[config.mk]
export PLATFORM = sky130hd
export DESIGN_NAME = n64_frontend
export DESIGN_NICKNAME = d
export VERILOG_FILES = /design/src/hw/load_pkg.sv /design/src/hw/pad_pkg.sv /design/src/hw/rom_loader.sv /design/src/hw/pad_source_select.sv /design/src/hw/pad_mapper.sv /design/src/hw/pad_poll_reader.sv /design/src/hw/n64_frontend.sv
export VERILOG_INCLUDE_DIRS = /design/src /design/src/hw
export SDC_FILE = /design/constraint.sdc
export NUM_CORES = 1
export LEC_CHECK = 0
export BUFFER_PORTS_ARGS = -buffer_cell sky130_fd_sc_hd__clkbuf_2
export CORE_ASPECT_RATIO = 1.2
export CORE_MARGIN = 2
export CORE_UTILIZATION = 55
export CTS_CLUSTER_DIAMETER = 60
export DETAILED_ROUTE_END_ITERATION = 10
export MAX_ROUTING_LAYER = met4
export PLACE_DENSITY_LB_ADDON = 0.15
export REMOVE_ABC_BUFFERS = 1
export SYNTH_ARGS = -nofsm -noshare
export SYNTH_HDL_FRONTEND = slang
export SYNTH_SLANG_ARGS = --single-unit
[constraint.sdc]
create_clock -name clk_1x -period 11.7 [get_ports clk_1x]
set_input_delay 2.34 -clock clk_1x [delete_from_list [all_inputs] [get_ports clk_1x]]
set_output_delay 2.34 -clock clk_1x [all_outputs]
set_load 0.05 [all_outputs]
[src/hw/n64_frontend_cfg.svh]
// Front end configuration
`ifndef N64_FRONTEND_CFG_SVH
`define N64_FRONTEND_CFG_SVH

// ====================
// Controller ports
// ====================

// Console controller ports fed from host joysticks
`define N64FE_NUM_PORTS 4

// ====================
// Download indexes
// ====================

// Matched against the low six bits of the host index
`define DL_INDEX_PIFROM  6'd0
`define DL_INDEX_N64CART 6'd1
`define DL_INDEX_GBCART  6'd2

// ====================
// Memory map
// ====================

// RAM byte base of the handheld cartridge image
`define CART_GB_BASE 8388608

`endif

[src/hw/load_pkg.sv]
// Download and memory write types
package load_pkg;

	// RAM byte address
	typedef logic [26:0] ram_addr_t;
	typedef logic [31:0] word_t;
	// Boot ROM word address
	typedef logic [9:0]  pif_addr_t;

	// Host download stream, one 16-bit half per strobe
	typedef struct packed {
		logic        download;
		logic [7:0]  index;
		ram_addr_t   addr;
		logic [15:0] data;
		logic        wr;
	} ioctl_req_t;

	typedef struct packed {
		pif_addr_t addr;
		word_t     data;
		logic      en;
	} pifrom_wr_t;

	// Single-cycle request, completion comes back as ram_ready
	typedef struct packed {
		ram_addr_t addr;
		word_t     data;
		logic      req;
	} ram_wr_t;

endpackage

[src/hw/pad_pkg.sv]
// Controller path types
package pad_pkg;

	typedef logic [19:0] joy_bits_t;
	// Horizontal axis in the low byte
	typedef logic [15:0] analog_t;
	typedef logic signed [7:0] axis_t;
	typedef logic [15:0] n64_buttons_t;

	// Host joystick bit positions
	localparam int JOY_RIGHT   = 0;
	localparam int JOY_LEFT    = 1;
	localparam int JOY_DOWN    = 2;
	localparam int JOY_UP      = 3;
	localparam int JOY_A       = 4;
	localparam int JOY_B       = 5;
	localparam int JOY_START   = 6;
	localparam int JOY_L       = 7;
	localparam int JOY_R       = 8;
	localparam int JOY_Z       = 9;
	localparam int JOY_C_UP    = 10;
	localparam int JOY_C_RIGHT = 11;
	localparam int JOY_C_DOWN  = 12;
	localparam int JOY_C_LEFT  = 13;

	typedef enum logic [2:0] {
		N64PAD = 3'd0,
		NONE   = 3'd1,
		CPAK   = 3'd2,
		RUMBLE = 3'd3,
		SNAC   = 3'd4,
		TPAK   = 3'd5
	} pad_type_e;

	typedef enum logic [1:0] {
		OFF   = 2'd0,
		TO_P2 = 2'd1,
		TO_P3 = 2'd2
	} dual_mode_e;

	// Z bit already resolved for the port
	typedef struct packed {
		joy_bits_t joy;
		analog_t   analog;
	} pad_src_t;

	typedef struct packed {
		n64_buttons_t buttons;
		axis_t        x;
		axis_t        y;
		logic         present;
		logic         pak;
	} pad_state_t;

	// Data is buttons, then x, then y
	typedef struct packed {
		logic          valid;
		logic          absent;
		logic          pak;
		load_pkg::word_t data;
	} poll_resp_t;

endpackage

[src/hw/rom_loader.sv]
// Download stream loader
`include "n64_frontend_cfg.svh"

module rom_loader (
	input  logic                 clk_1x,
	input  logic                 RESET,
	input  load_pkg::ioctl_req_t ioctl,
	output logic                 ioctl_wait,
	input  logic                 ram_ready,
	output load_pkg::pifrom_wr_t pifrom_wr,
	output load_pkg::ram_wr_t    ram_wr,
	output logic                 cart_loaded,
	output logic                 romcopy_start,
	output load_pkg::ram_addr_t  romcopy_size
);
	import load_pkg::*;

	logic      download_d;
	logic      pif_active;
	logic      n64_active;
	logic      gb_active;
	logic      n64_end;
	logic      pif_en;
	pif_addr_t pif_addr;
	word_t     pif_data;
	logic      gb_req;
	ram_addr_t gb_addr;
	word_t     gb_data;

	// ====================
	// Index decode
	// ====================

	always_ff @(posedge clk_1x) begin
		if (!RESET) begin
			download_d <= 1'b0;
			pif_active <= 1'b0;
			n64_active <= 1'b0;
			gb_active  <= 1'b0;
		end else begin
			download_d <= ioctl.download;
			pif_active <= ioctl.download && (ioctl.index[5:0] == `DL_INDEX_PIFROM);
			n64_active <= ioctl.download && (ioctl.index[5:0] == `DL_INDEX_N64CART);
			gb_active  <= ioctl.download && (ioctl.index[5:0] == `DL_INDEX_GBCART);
		end
	end

	// ====================
	// Boot ROM
	// ====================

	always_ff @(posedge clk_1x) begin
		if (!RESET) begin
			pif_en <= 1'b0;
		end else begin
			pif_en <= pif_active && ioctl.wr && ioctl.addr[1];
		end
	end

	// Byte swap within each half
	always_ff @(posedge clk_1x) begin
		if (pif_active && ioctl.wr) begin
			if (!ioctl.addr[1]) begin
				pif_data[31:24] <= ioctl.data[7:0];
				pif_data[23:16] <= ioctl.data[15:8];
				pif_addr        <= {ioctl.index[6], ioctl.addr[10:2]};
			end else begin
				pif_data[15:8] <= ioctl.data[7:0];
				pif_data[7:0]  <= ioctl.data[15:8];
			end
		end
	end

	assign pifrom_wr = '{addr: pif_addr, data: pif_data, en: pif_en};

	// ====================
	// Handheld cartridge
	// ====================

	// Host stays stalled until the RAM takes the word
	always_ff @(posedge clk_1x) begin
		if (!RESET) begin
			gb_req     <= 1'b0;
			ioctl_wait <= 1'b0;
		end else begin
			gb_req <= 1'b0;
			if (!gb_active) begin
				ioctl_wait <= 1'b0;
			end else begin
				if (ioctl.wr && ioctl.addr[1]) begin
					gb_req     <= 1'b1;
					ioctl_wait <= 1'b1;
				end
				if (ram_ready) begin
					ioctl_wait <= 1'b0;
				end
			end
		end
	end

	always_ff @(posedge clk_1x) begin
		if (gb_active && ioctl.wr) begin
			if (!ioctl.addr[1]) begin
				gb_data[15:0] <= ioctl.data;
				gb_addr       <= ioctl.addr + ram_addr_t'(`CART_GB_BASE);
			end else begin
				gb_data[31:16] <= ioctl.data;
			end
		end
	end

	assign ram_wr = '{addr: gb_addr, data: gb_data, req: gb_req};

	// ====================
	// Main cartridge
	// ====================

	assign n64_end = !ioctl.download && download_d && (ioctl.index[5:0] == `DL_INDEX_N64CART);

	always_ff @(posedge clk_1x) begin
		if (!RESET) begin
			romcopy_start <= 1'b0;
			cart_loaded   <= 1'b0;
		end else begin
			romcopy_start <= n64_end;
			if (pif_active || n64_active || gb_active) begin
				cart_loaded <= 1'b1;
			end
		end
	end

	// Last address of the image is the copy length
	always_ff @(posedge clk_1x) begin
		if (n64_end) begin
			romcopy_size <= ioctl.addr;
		end
	end

	a_wait_has_req: assert property (@(posedge clk_1x) disable iff (!RESET)
		$rose(ioctl_wait) |-> ram_wr.req)
		else $error("Wait rose without a RAM request");

	// Host must hold off while stalled
	a_no_wr_in_wait: assert property (@(posedge clk_1x) disable iff (!RESET)
		ioctl_wait |-> !ioctl.wr)
		else $error("Host write arrived while wait was high");

endmodule

[src/hw/pad_source_select.sv]
// Joystick source selector
`include "n64_frontend_cfg.svh"

module pad_source_select (
	input  logic                clk_1x,
	input  logic                RESET,
	input  pad_pkg::joy_bits_t  joy [0:`N64FE_NUM_PORTS-1],
	input  pad_pkg::analog_t    analog [0:`N64FE_NUM_PORTS-1],
	input  pad_pkg::dual_mode_e dual_mode,
	output pad_pkg::pad_src_t   src [0:`N64FE_NUM_PORTS-1]
);
	import pad_pkg::*;

	logic [`N64FE_NUM_PORTS-1:0] z_bit;
	pad_src_t                    src_d [0:`N64FE_NUM_PORTS-1];

	// ====================
	// Z remap
	// ====================

	// Host 0 C-right doubles as Z on a second port
	always_comb begin
		for (int i = 0; i < `N64FE_NUM_PORTS; i++) begin
			z_bit[i] = joy[i][JOY_Z];
		end
		case (dual_mode)
			TO_P2: begin
				z_bit[1] = joy[0][JOY_C_RIGHT];
				z_bit[3] = joy[2][JOY_C_RIGHT];
			end
			TO_P3: begin
				z_bit[2] = joy[0][JOY_C_RIGHT];
				z_bit[3] = joy[1][JOY_C_RIGHT];
			end
			default: ;
		endcase
	end

	always_comb begin
		for (int i = 0; i < `N64FE_NUM_PORTS; i++) begin
			src_d[i].joy        = joy[i];
			src_d[i].joy[JOY_Z] = z_bit[i];
			src_d[i].analog     = analog[i];
		end
	end

	// ====================
	// Input registers
	// ====================

	always_ff @(posedge clk_1x) begin
		if (!RESET) begin
			for (int i = 0; i < `N64FE_NUM_PORTS; i++) begin
				src[i] <= '0;
			end
		end else begin
			for (int i = 0; i < `N64FE_NUM_PORTS; i++) begin
				src[i] <= src_d[i];
			end
		end
	end

endmodule

[src/hw/pad_mapper.sv]
// Controller port mapper
module pad_mapper (
	input  logic                clk_1x,
	input  logic                RESET,
	input  pad_pkg::pad_src_t   src,
	input  pad_pkg::pad_type_e  pad_type,
	output pad_pkg::pad_state_t state
);
	import pad_pkg::*;

	n64_buttons_t buttons;
	axis_t        x_axis;
	axis_t        y_raw;
	axis_t        y_axis;
	logic         present;
	logic         pak;

	// ====================
	// Button order
	// ====================

	// Reserved bits 7:6 stay zero
	assign buttons = {
		src.joy[JOY_A],
		src.joy[JOY_B],
		src.joy[JOY_Z],
		src.joy[JOY_START],
		src.joy[JOY_UP],
		src.joy[JOY_DOWN],
		src.joy[JOY_LEFT],
		src.joy[JOY_RIGHT],
		2'b00,
		src.joy[JOY_L],
		src.joy[JOY_R],
		src.joy[JOY_C_UP],
		src.joy[JOY_C_DOWN],
		src.joy[JOY_C_LEFT],
		src.joy[JOY_C_RIGHT]
	};

	// Console y points up, host y points down
	assign x_axis = axis_t'(src.analog[7:0]);
	assign y_raw  = axis_t'(src.analog[15:8]);
	// Full-scale negative has no positive twin
	assign y_axis = (y_raw == 8'sh80) ? 8'sh7f : -y_raw;

	assign present = (pad_type != NONE);
	assign pak     = (pad_type == CPAK) || (pad_type == RUMBLE) || (pad_type == TPAK);

	always_ff @(posedge clk_1x) begin
		if (!RESET) begin
			state <= '0;
		end else begin
			state.buttons <= present ? buttons : '0;
			state.x       <= present ? x_axis : '0;
			state.y       <= present ? y_axis : '0;
			state.present <= present;
			state.pak     <= pak;
		end
	end

endmodule

[src/hw/pad_poll_reader.sv]
// Controller poll reader
`include "n64_frontend_cfg.svh"

module pad_poll_reader (
	input  logic                clk_1x,
	input  logic                RESET,
	input  pad_pkg::pad_state_t state [0:`N64FE_NUM_PORTS-1],
	input  logic                poll_en,
	input  logic [1:0]          poll_port,
	output pad_pkg::poll_resp_t resp
);
	import load_pkg::*;
	import pad_pkg::*;

	pad_state_t sel;
	word_t      status_word;
	logic       valid_q;
	logic       absent_q;
	logic       pak_q;
	word_t      data_q;

	assign sel         = state[poll_port];
	assign status_word = {sel.buttons, sel.x, sel.y};

	always_ff @(posedge clk_1x) begin
		if (!RESET) begin
			valid_q <= 1'b0;
		end else begin
			valid_q <= poll_en;
		end
	end

	// Response payload held until the next poll
	always_ff @(posedge clk_1x) begin
		if (poll_en) begin
			data_q   <= status_word;
			absent_q <= !sel.present;
			pak_q    <= sel.pak;
		end
	end

	assign resp = '{valid: valid_q, absent: absent_q, pak: pak_q, data: data_q};

	a_poll_answered: assert property (@(posedge clk_1x) disable iff (!RESET)
		poll_en |=> resp.valid)
		else $error("Poll was not answered on the next cycle");

	a_valid_from_poll: assert property (@(posedge clk_1x) disable iff (!RESET)
		resp.valid |-> $past(poll_en))
		else $error("Response valid without a poll");

endmodule

[src/hw/n64_frontend.sv]
// Console front end top level
`include "n64_frontend_cfg.svh"

module n64_frontend (
	input  logic                 clk_1x,
	input  logic                 RESET,
	input  load_pkg::ioctl_req_t ioctl,
	output logic                 ioctl_wait,
	input  logic                 ram_ready,
	output load_pkg::pifrom_wr_t pifrom_wr,
	output load_pkg::ram_wr_t    ram_wr,
	output logic                 cart_loaded,
	output logic                 romcopy_start,
	output load_pkg::ram_addr_t  romcopy_size,
	input  pad_pkg::joy_bits_t   joy [0:`N64FE_NUM_PORTS-1],
	input  pad_pkg::analog_t     analog [0:`N64FE_NUM_PORTS-1],
	input  pad_pkg::pad_type_e   pad_type [0:`N64FE_NUM_PORTS-1],
	input  pad_pkg::dual_mode_e  dual_mode,
	input  logic                 poll_en,
	input  logic [1:0]           poll_port,
	output pad_pkg::poll_resp_t  resp
);
	import pad_pkg::*;

	pad_src_t   src [0:`N64FE_NUM_PORTS-1];
	pad_state_t state [0:`N64FE_NUM_PORTS-1];

	// ====================
	// Download path
	// ====================

	rom_loader u_loader (
		.clk_1x        (clk_1x),
		.RESET         (RESET),
		.ioctl         (ioctl),
		.ioctl_wait    (ioctl_wait),
		.ram_ready     (ram_ready),
		.pifrom_wr     (pifrom_wr),
		.ram_wr        (ram_wr),
		.cart_loaded   (cart_loaded),
		.romcopy_start (romcopy_start),
		.romcopy_size  (romcopy_size)
	);

	// ====================
	// Controller path
	// ====================

	pad_source_select u_source (
		.clk_1x    (clk_1x),
		.RESET     (RESET),
		.joy       (joy),
		.analog    (analog),
		.dual_mode (dual_mode),
		.src       (src)
	);

	// One mapper per console port
	for (genvar g = 0; g < `N64FE_NUM_PORTS; g++) begin : g_port
		pad_mapper u_mapper (
			.clk_1x   (clk_1x),
			.RESET    (RESET),
			.src      (src[g]),
			.pad_type (pad_type[g]),
			.state    (state[g])
		);
	end

	pad_poll_reader u_poll (
		.clk_1x    (clk_1x),
		.RESET     (RESET),
		.state     (state),
		.poll_en   (poll_en),
		.poll_port (poll_port),
		.resp      (resp)
	);

endmodule

==> results.yml, run 1 <==
drt:
  drc_errors: 0
  viasPerCell: 4.87
  wl_per_cell_um: 17.3
  postRouteAntennaNets: 0
  drt_first_pass_iters: 4
  routed_wl_um: 27500
  drtIter0Drc: 271
  vias: 7756
placement:
  place_inst: 1521
  numPortBuffers: 357
  hpwl_um: 19000
  placed_area_um2: 15400
  dp_slack_ps: 6800
  gp_congestion: 0.822
synthesis:
  ys_seq_elements: 418
  synthMuxAreaShare_pct: 6.10
  synth_top_area_cell: "dfxtp_1"
  netlist.area_leader.share_pct: 38.7
  synth-simple-area-share_pct: 13.4
  synth-edff-count: 160
  async_reset_ff_share_pct: 0
  yosysUniqueCellTypes: 48
  netlist_area_um2: 13300
  netlist_top_cells_area: "dfxtp_1, edfxtp_1, and2_1"
  syn_area_per_cell_um2: 15.2
  synth_seq_area_share_pct: 74.8
  synth_top_family_by_area: "simple AND/OR/NAND/NOR gates"
  synth_fa_ha_area_share_pct: 0.657
  syn_inst: 878
  ys.warnings.count: 0
  synth_compound_area_share_pct: 2.39
  synth-main-ff-cell: "dfxtp_1"
  synth_xor_area_share_pct: 0.525
global_routing:
  grt.overflow.total: 0
  grt.met2_usage_pct: 38.5
  antenna_found_initial: 2
  grt_start_max_net_pins: 87
  grt_use_met1_pct: 23.7
  grt_usage_pct: 21.9
  busiest_layer: "met2"
  grtUsageMet3_pct: 6.14
  grt_pass1_vias: 7588
  grt_pass1_wl_um: 41000
power:
  leakage_nw: 7.09
  power_frac_seq_pct: 52.1
  intPower_mw: 2.42
  vdd_ir_drop_max_mv: 0.142
  p_switching_mw: 0.613
  power_density_nw_per_um2: 181
  finalPower_mw: 3.04
  share_comb_of_total_power_pct: 5.8
  clkPwrFrac_pct: 42.1
  swShare_pct: 20.2
critical_path:
  crit_top_cell: "buf_4"
  reg2reg_from: "u_source.src[8]"
  critPathTopFamily: "buffers and inverters"
  cp.arrival_ps: 4770
  cp.required_ps: 12160
  startpoint: "RESET"
  path_cells: "buf_4 -> buf_4 -> o21ai_1 -> inv_1 -> and2_1"
  setup.worst_path.end_class: "register"
  r2r-end: "g_port[3].u_mapper.state[2]"
  reg2reg_depth: 5
  path_max_fanout: 86
  slowest_stage: "inv_1"
  crit_cells: 5
  crit_buf_inv: 3
  critical_path.max_stage_delay_ps: 740
  r2r_setup_slack_ps: 9850
  crit_end: "g_port[2].u_mapper.state[21]"
  startpoint_type: "input port"
  worstSetupPathType: "input port to register"
cts:
  cts_tree: "yes"
  h-tree-depth: 2
  clkLatencyLatePin_ps: 520
  hold_buffers: 0
  cts_max_path_buffers: 3
  post_cts_buffers: 0
  clkTransAtPathRegs_ps: 60
  clkSinkCount: 418
  ctsResizeCount: 0
  numCtsBuffers: 38
  cts_root_buf: "clkbuf_16"
floorplanning:
  start_util_pct: 55.8
  die_w_um: 146
  core_area_um2: 23900
  ios: 385
  fp.dieH_um: 175
  die-area_um2: 25500
  row_count: 62
timing:
  setup_tns_ps: 0
  period_needed_ps: 4310
  max_slew_margin_pct: 29.6
  fmax_mhz: 232
  hold_violations: 0
  rsz0062_at_grt: "no"
  drv_slew: 0
  finalClockSkew_ps: 16.1
  finalSetupViolations: 0
  worst_slew_pin_slew_ps: 1060
  hold_slack_ps: 419
  timing.final.crit_share_pct: 36.9
  fin_ws_ps: 7390
min_path:
  holdCritPathClass: "register to register"
status:
  status: "completed"
cells_and_area:
  mostFrequentLayoutCell: "clkbuf_2"
  final_util_pct: 70.0
  final_cell_mix: "clkbuf_2, dfxtp_1, and2_1"
  final_cell_area_um2: 16700
  synthToLayoutAreaGrowth_pct: 25.5
  layoutNonFillerInstCount: 1593
  num-nets-final: 1465
  drive_gt1_share_pct: 36.6
run:
  cap_violations: 0
-- sequential cells by signal, indices dropped and copies added, names as in the netlist, 10 cells and up --
name                   count
u_loader.romcopy_size     27
u_loader.pif_addr         10
g_port.u_mapper.state    128
u_source.src             120
u_loader.pif_data         32
u_loader.gb_addr          27
u_poll.data_q             30
u_loader.gb_data          32
-- cell usage after synthesis (6+ instances only) --
master / number
or3b_2: 7
nor2_1: 7
a21oi_1: 19
a211oi_1: 7
and2_1: 213
mux2i_1: 7
xor2_1: 7
dfxtp_1: 258
nor3_1: 14
clkbuf_1: 28
mux4_2: 32
nor4_1: 6
inv_1: 27
buf_4: 7
ha_1: 7
edfxtp_1: 160
nand2_1: 7
nand2b_1: 8
-- final cells by class --
class,count,area (um^2)
fill,1675,7160
clock inverter,10,123
sequential,418,9970
inverter,27,101
antenna,2,5.00
clock buffer,60,1220
timing repair buffer,361,1820
multi-input combinational,395,3100
tap,320,400
-- kinds of logic (layout without fill, tap and decap cells) --
group / count (synthesis) / count (layout)
other cells: 1 / 4
fa+ha+maj: 7 / 7
buf+inv: 66 / 458
flops: 418 / 418
compound gates: 50 / 50
xor+xnor: 8 / 8
mux: 41 / 41
simple gates: 287 / 287
-- per-layer routing --
layer | vias to the layer above | routed length (um)
met4 | 0 | 856
li1 | 3764 | -
met1 | 3628 | 10100
met2 | 310 | 14200
met5 | - | 0
met3 | 54 | 2340
-- worst min-delay path by stage --
| stage | slack, ps | start | cells past startpoint | end |
|---|---|---|---|---|
| 2_1_floorplan | 410 | u_source.src[108] | 1 | g_port[0].u_mapper.state[10] |
| 3_3_place_gp | 410 | u_source.src[64] | 1 | g_port[2].u_mapper.state[20] |
| 3_5_place_dp | 410 | u_source.src[135] | 1 | g_port[0].u_mapper.state[18] |
| 4_1_cts | 420 | u_source.src[40] | 1 | g_port[2].u_mapper.state[14] |
| 5_1_grt | 430 | u_source.src[19] | 1 | g_port[3].u_mapper.state[29] |
| 6_report | 420 | u_source.src[93] | 1 | g_port[1].u_mapper.state[32] |
-- power by group through the flow --
| stage | Combinational [mW] | Clock, mW | Sequential (mW) |
|---|---|---|---|
| after CTS | 0.177 | 1.30 | 1.58 |
| after global routing | 0.191 | 1.36 | 1.59 |
| after global placement | 0.174 | 0 | 1.61 |
| after floorplan | 0.0699 | 0 | 1.64 |
| after detailed placement | 0.176 | 0 | 1.61 |
| final | 0.175 | 1.28 | 1.58 |
-- worst register-to-register path: cells and delay by family (launching register included) --
kind	cells	cell delay, ps
adders and majority gates	1	210
buffers and inverters	1	80
DFF	1	320
AOI/OAI and AO/OA	1	200
and+or+nand+nor	2	950
No activity file was read; power rests on OpenSTA's default activity.
==> run 2, diff against run 1 <==
--- a/config.mk
+++ b/config.mk
@@ -6,10 +6,11 @@
 export SDC_FILE = /design/constraint.sdc
 export NUM_CORES = 1
 export LEC_CHECK = 0
+export ABC_AREA = 1
 export BUFFER_PORTS_ARGS = -buffer_cell sky130_fd_sc_hd__clkbuf_2
 export CORE_ASPECT_RATIO = 1.2
 export CORE_MARGIN = 2
-export CORE_UTILIZATION = 55
+export CORE_UTILIZATION = 52
 export CTS_CLUSTER_DIAMETER = 60
 export DETAILED_ROUTE_END_ITERATION = 10
 export MAX_ROUTING_LAYER = met4
==> constraint.sdc (replaced) <==
create_clock -name clk_1x -period 4.26 [get_ports clk_1x]
set_input_delay 0.852 -clock clk_1x [delete_from_list [all_inputs] [get_ports clk_1x]]
set_output_delay 0.852 -clock clk_1x [all_outputs]
set_load 0.05 [all_outputs]
==> run 2 against run 1 <==
  * Sequential share of layout area down 1.4 points
  * Via count up 22%
  * Wire length up 12%
  * Flip-flop and latch count unchanged
  * Sequential power rose to 2.8 times the previous value
  * Die area up 9.4%
  * Total power rose to 2.7 times the previous value
  * Non-clock buffer count up 8
  * Critical path depth unchanged
  * Register-to-register slack worse by 7300 ps
  * Clock skew down 5.1 ps
  * Area after synthesis up 3.7%
  * Critical path type unchanged
  * Largest cell class unchanged
  * Largest power group unchanged
==> results.yml, run 2 <==
status:
  status: "completed"
synthesis:
  ys_seq_elements: 418
  synthTopCellsByCount: "inv_1, dfxtp_1, nor2_1, nand2_1, edfxtp_1"
  synth_seq_area_share_pct: 72.1
  synth.most_common_cell: "inv_1"
  synth-main-ff-cell: "dfxtp_1"
  netlist.area_leader.share_pct: 37.4
  yosysUniqueCellTypes: 28
  synth-edff-count: 160
  syn_area_per_cell_um2: 10.6
  netlist_top_cells_area: "dfxtp_1, edfxtp_1, inv_1"
  syn_inst: 1302
  async_reset_ff_share_pct: 0
  netlist_area_um2: 13800
  synth_top_area_cell: "dfxtp_1"
  ys.warnings.count: 0
drt:
  postRouteAntennaNets: 0
  drtIter0Drc: 424
  drc_errors: 0
  routed_wl_um: 30900
  viasPerCell: 4.66
  vias: 9446
  drt_first_pass_iters: 5
  wl_per_cell_um: 15.2
power:
  clkPwrFrac_pct: 40.4
  intPower_mw: 6.46
  swShare_pct: 21.8
  leakage_nw: 8.32
  power_frac_seq_pct: 52.7
  power_density_nw_per_um2: 482
  p_switching_mw: 1.80
  share_comb_of_total_power_pct: 6.9
  vdd_ir_drop_max_mv: 0.378
timing:
  rsz0062_at_grt: "no"
  fmax_mhz: 474
  finalSetupViolations: 0
  period_needed_ps: 2110
  timing.final.crit_share_pct: 49.5
  max_slew_margin_pct: 27.4
  hold_slack_ps: 405
  worst_slew_pin_slew_ps: 1090
  finalClockSkew_ps: 11.0
  drv_slew: 0
  setup_tns_ps: 0
  hold_violations: 0
global_routing:
  grt.overflow.total: 0
  grt_pass1_vias: 8963
  grt_pass1_wl_um: 47000
  grt_start_max_net_pins: 69
  grt_usage_pct: 22.3
  antenna_found_initial: 0
cells_and_area:
  largest_reg_flops: 128
  final_cell_mix: "clkbuf_2, inv_1, dfxtp_1"
  antenna_cells: 0
  drive_gt1_share_pct: 26.4
  synthToLayoutAreaGrowth_pct: 24.0
  final_util_pct: 65.5
  num-nets-final: 1888
  largest_register: "g_port.u_mapper.state"
  reg.largest.list: "g_port.u_mapper.state (128), u_source.src (120)"
  mostFrequentLayoutCell: "clkbuf_2"
critical_path:
  cp.required_ps: 4440
  worstSetupPathType: "input port to register"
  startpoint_type: "input port"
  path_max_fanout: 19
  setup.worst_path.end_class: "register"
  cp.arrival_ps: 2290
run:
  cap_violations: 0
placement:
  hpwl_um: 21600
  numPortBuffers: 357
  gp_congestion: 0.860
cts:
  cts_max_path_buffers: 3
  clkLatencyLatePin_ps: 510
  hold_buffers: 0
  numCtsBuffers: 39
  ctsResizeCount: 0
  clkSinkCount: 418
  clkTransAtPathRegs_ps: 60
  cts_tree: "yes"
  cts_root_buf: "clkbuf_16"
  post_cts_buffers: 0
  h-tree-depth: 2
floorplanning:
  fp.dieH_um: 183
  ios: 385
  row_count: 65
  die_w_um: 153
  start_util_pct: 52.8
  core_area_um2: 26200
  die-area_um2: 27900
min_path:
  holdCritPathClass: "register to register"
[run 2: cell types whose count changed in the layout (fill, tap and decap cells not counted), moves of 9 or more]
cell,before,now
a21oi_1,19,28
and2_1,213,0
inv_1,27,263
mux4_2,32,0
nand2_1,7,180
nand3_1,1,15
nor2_1,7,187
o21ai_0,2,76
o22ai_1,0,31
[run 2: cell type report]
cell class / instances / area [um^2]
sequential: 418 / 9970
clock buffer: 56 / 1200
clock inverter: 14 / 65.1
multi-input combinational: 567 / 2590
tap: 335 / 419
inverter: 269 / 1010
fill: 2109 / 9040
timing repair buffer: 369 / 1880
[run 2: worst max-delay path: stages]
cell      delay [ps]
clkbuf_2          80
nor2_1           240
inv_1            110
nor3_2           600
buf_4            400
[run 2: path summary, 6_finish.rpt]
check	from	end	slack, ps	depth (start not counted)
setup / recovery	ioctl[49]	u_loader.romcopy_size[20]	2150	5
hold / removal	u_source.src[55]	g_port[2].u_mapper.state[29]	410	2
setup reg to reg	u_loader.download_d	u_loader.romcopy_size[20]	2550	3
hold reg to reg	u_source.src[55]	g_port[2].u_mapper.state[29]	410	2
[run 2: per-layer routing]
layer | GRT usage, % | part of all wire, %
met1 | 25.5 | 40
met2 | 38.3 | 49
met3 | 5.01 | 6.9
met4 | 8.85 | 3.5
met5 | - | 0
[run 2: kinds of logic (layout without fill, tap and decap cells)]
kind of cell	Yosys count	after routing	synth area share (%)
flip-flops	418	418	72.1
AND/OR/NAND/NOR	405	405	11.5
adder cells (fa/ha/maj)	7	7	0.633
other	1	2	0.0271
XOR/XNOR	9	9	0.570
buffers and inverters	318	708	9.27
AO/OA/AOI/OAI	144	144	5.92
[run 2: per-stage QoR]
stage               cell area [um^2]  power [mW]  worst slack (ps)  cells
global route                   17100        8.58              2030   2028
CTS                            17100        8.34              2150   2028
detailed placement             15900        5.01              1620   1958
finish                         17100        8.26              2150   2028
floorplan                      13600        4.75              -120   1254
global placement               15900        5.00              1640   1958
[run 2: power groups by stage]
| stage | logic, mW | clock network (mW) | registers [mW] |
|---|---|---|---|
| after floorplan | 0.235 | 0 | 4.51 |
| final | 0.569 | 3.34 | 4.35 |
| after detailed placement | 0.573 | 0 | 4.44 |
| after global placement | 0.559 | 0 | 4.44 |
| after CTS | 0.577 | 3.41 | 4.35 |
| after global routing | 0.637 | 3.58 | 4.36 |
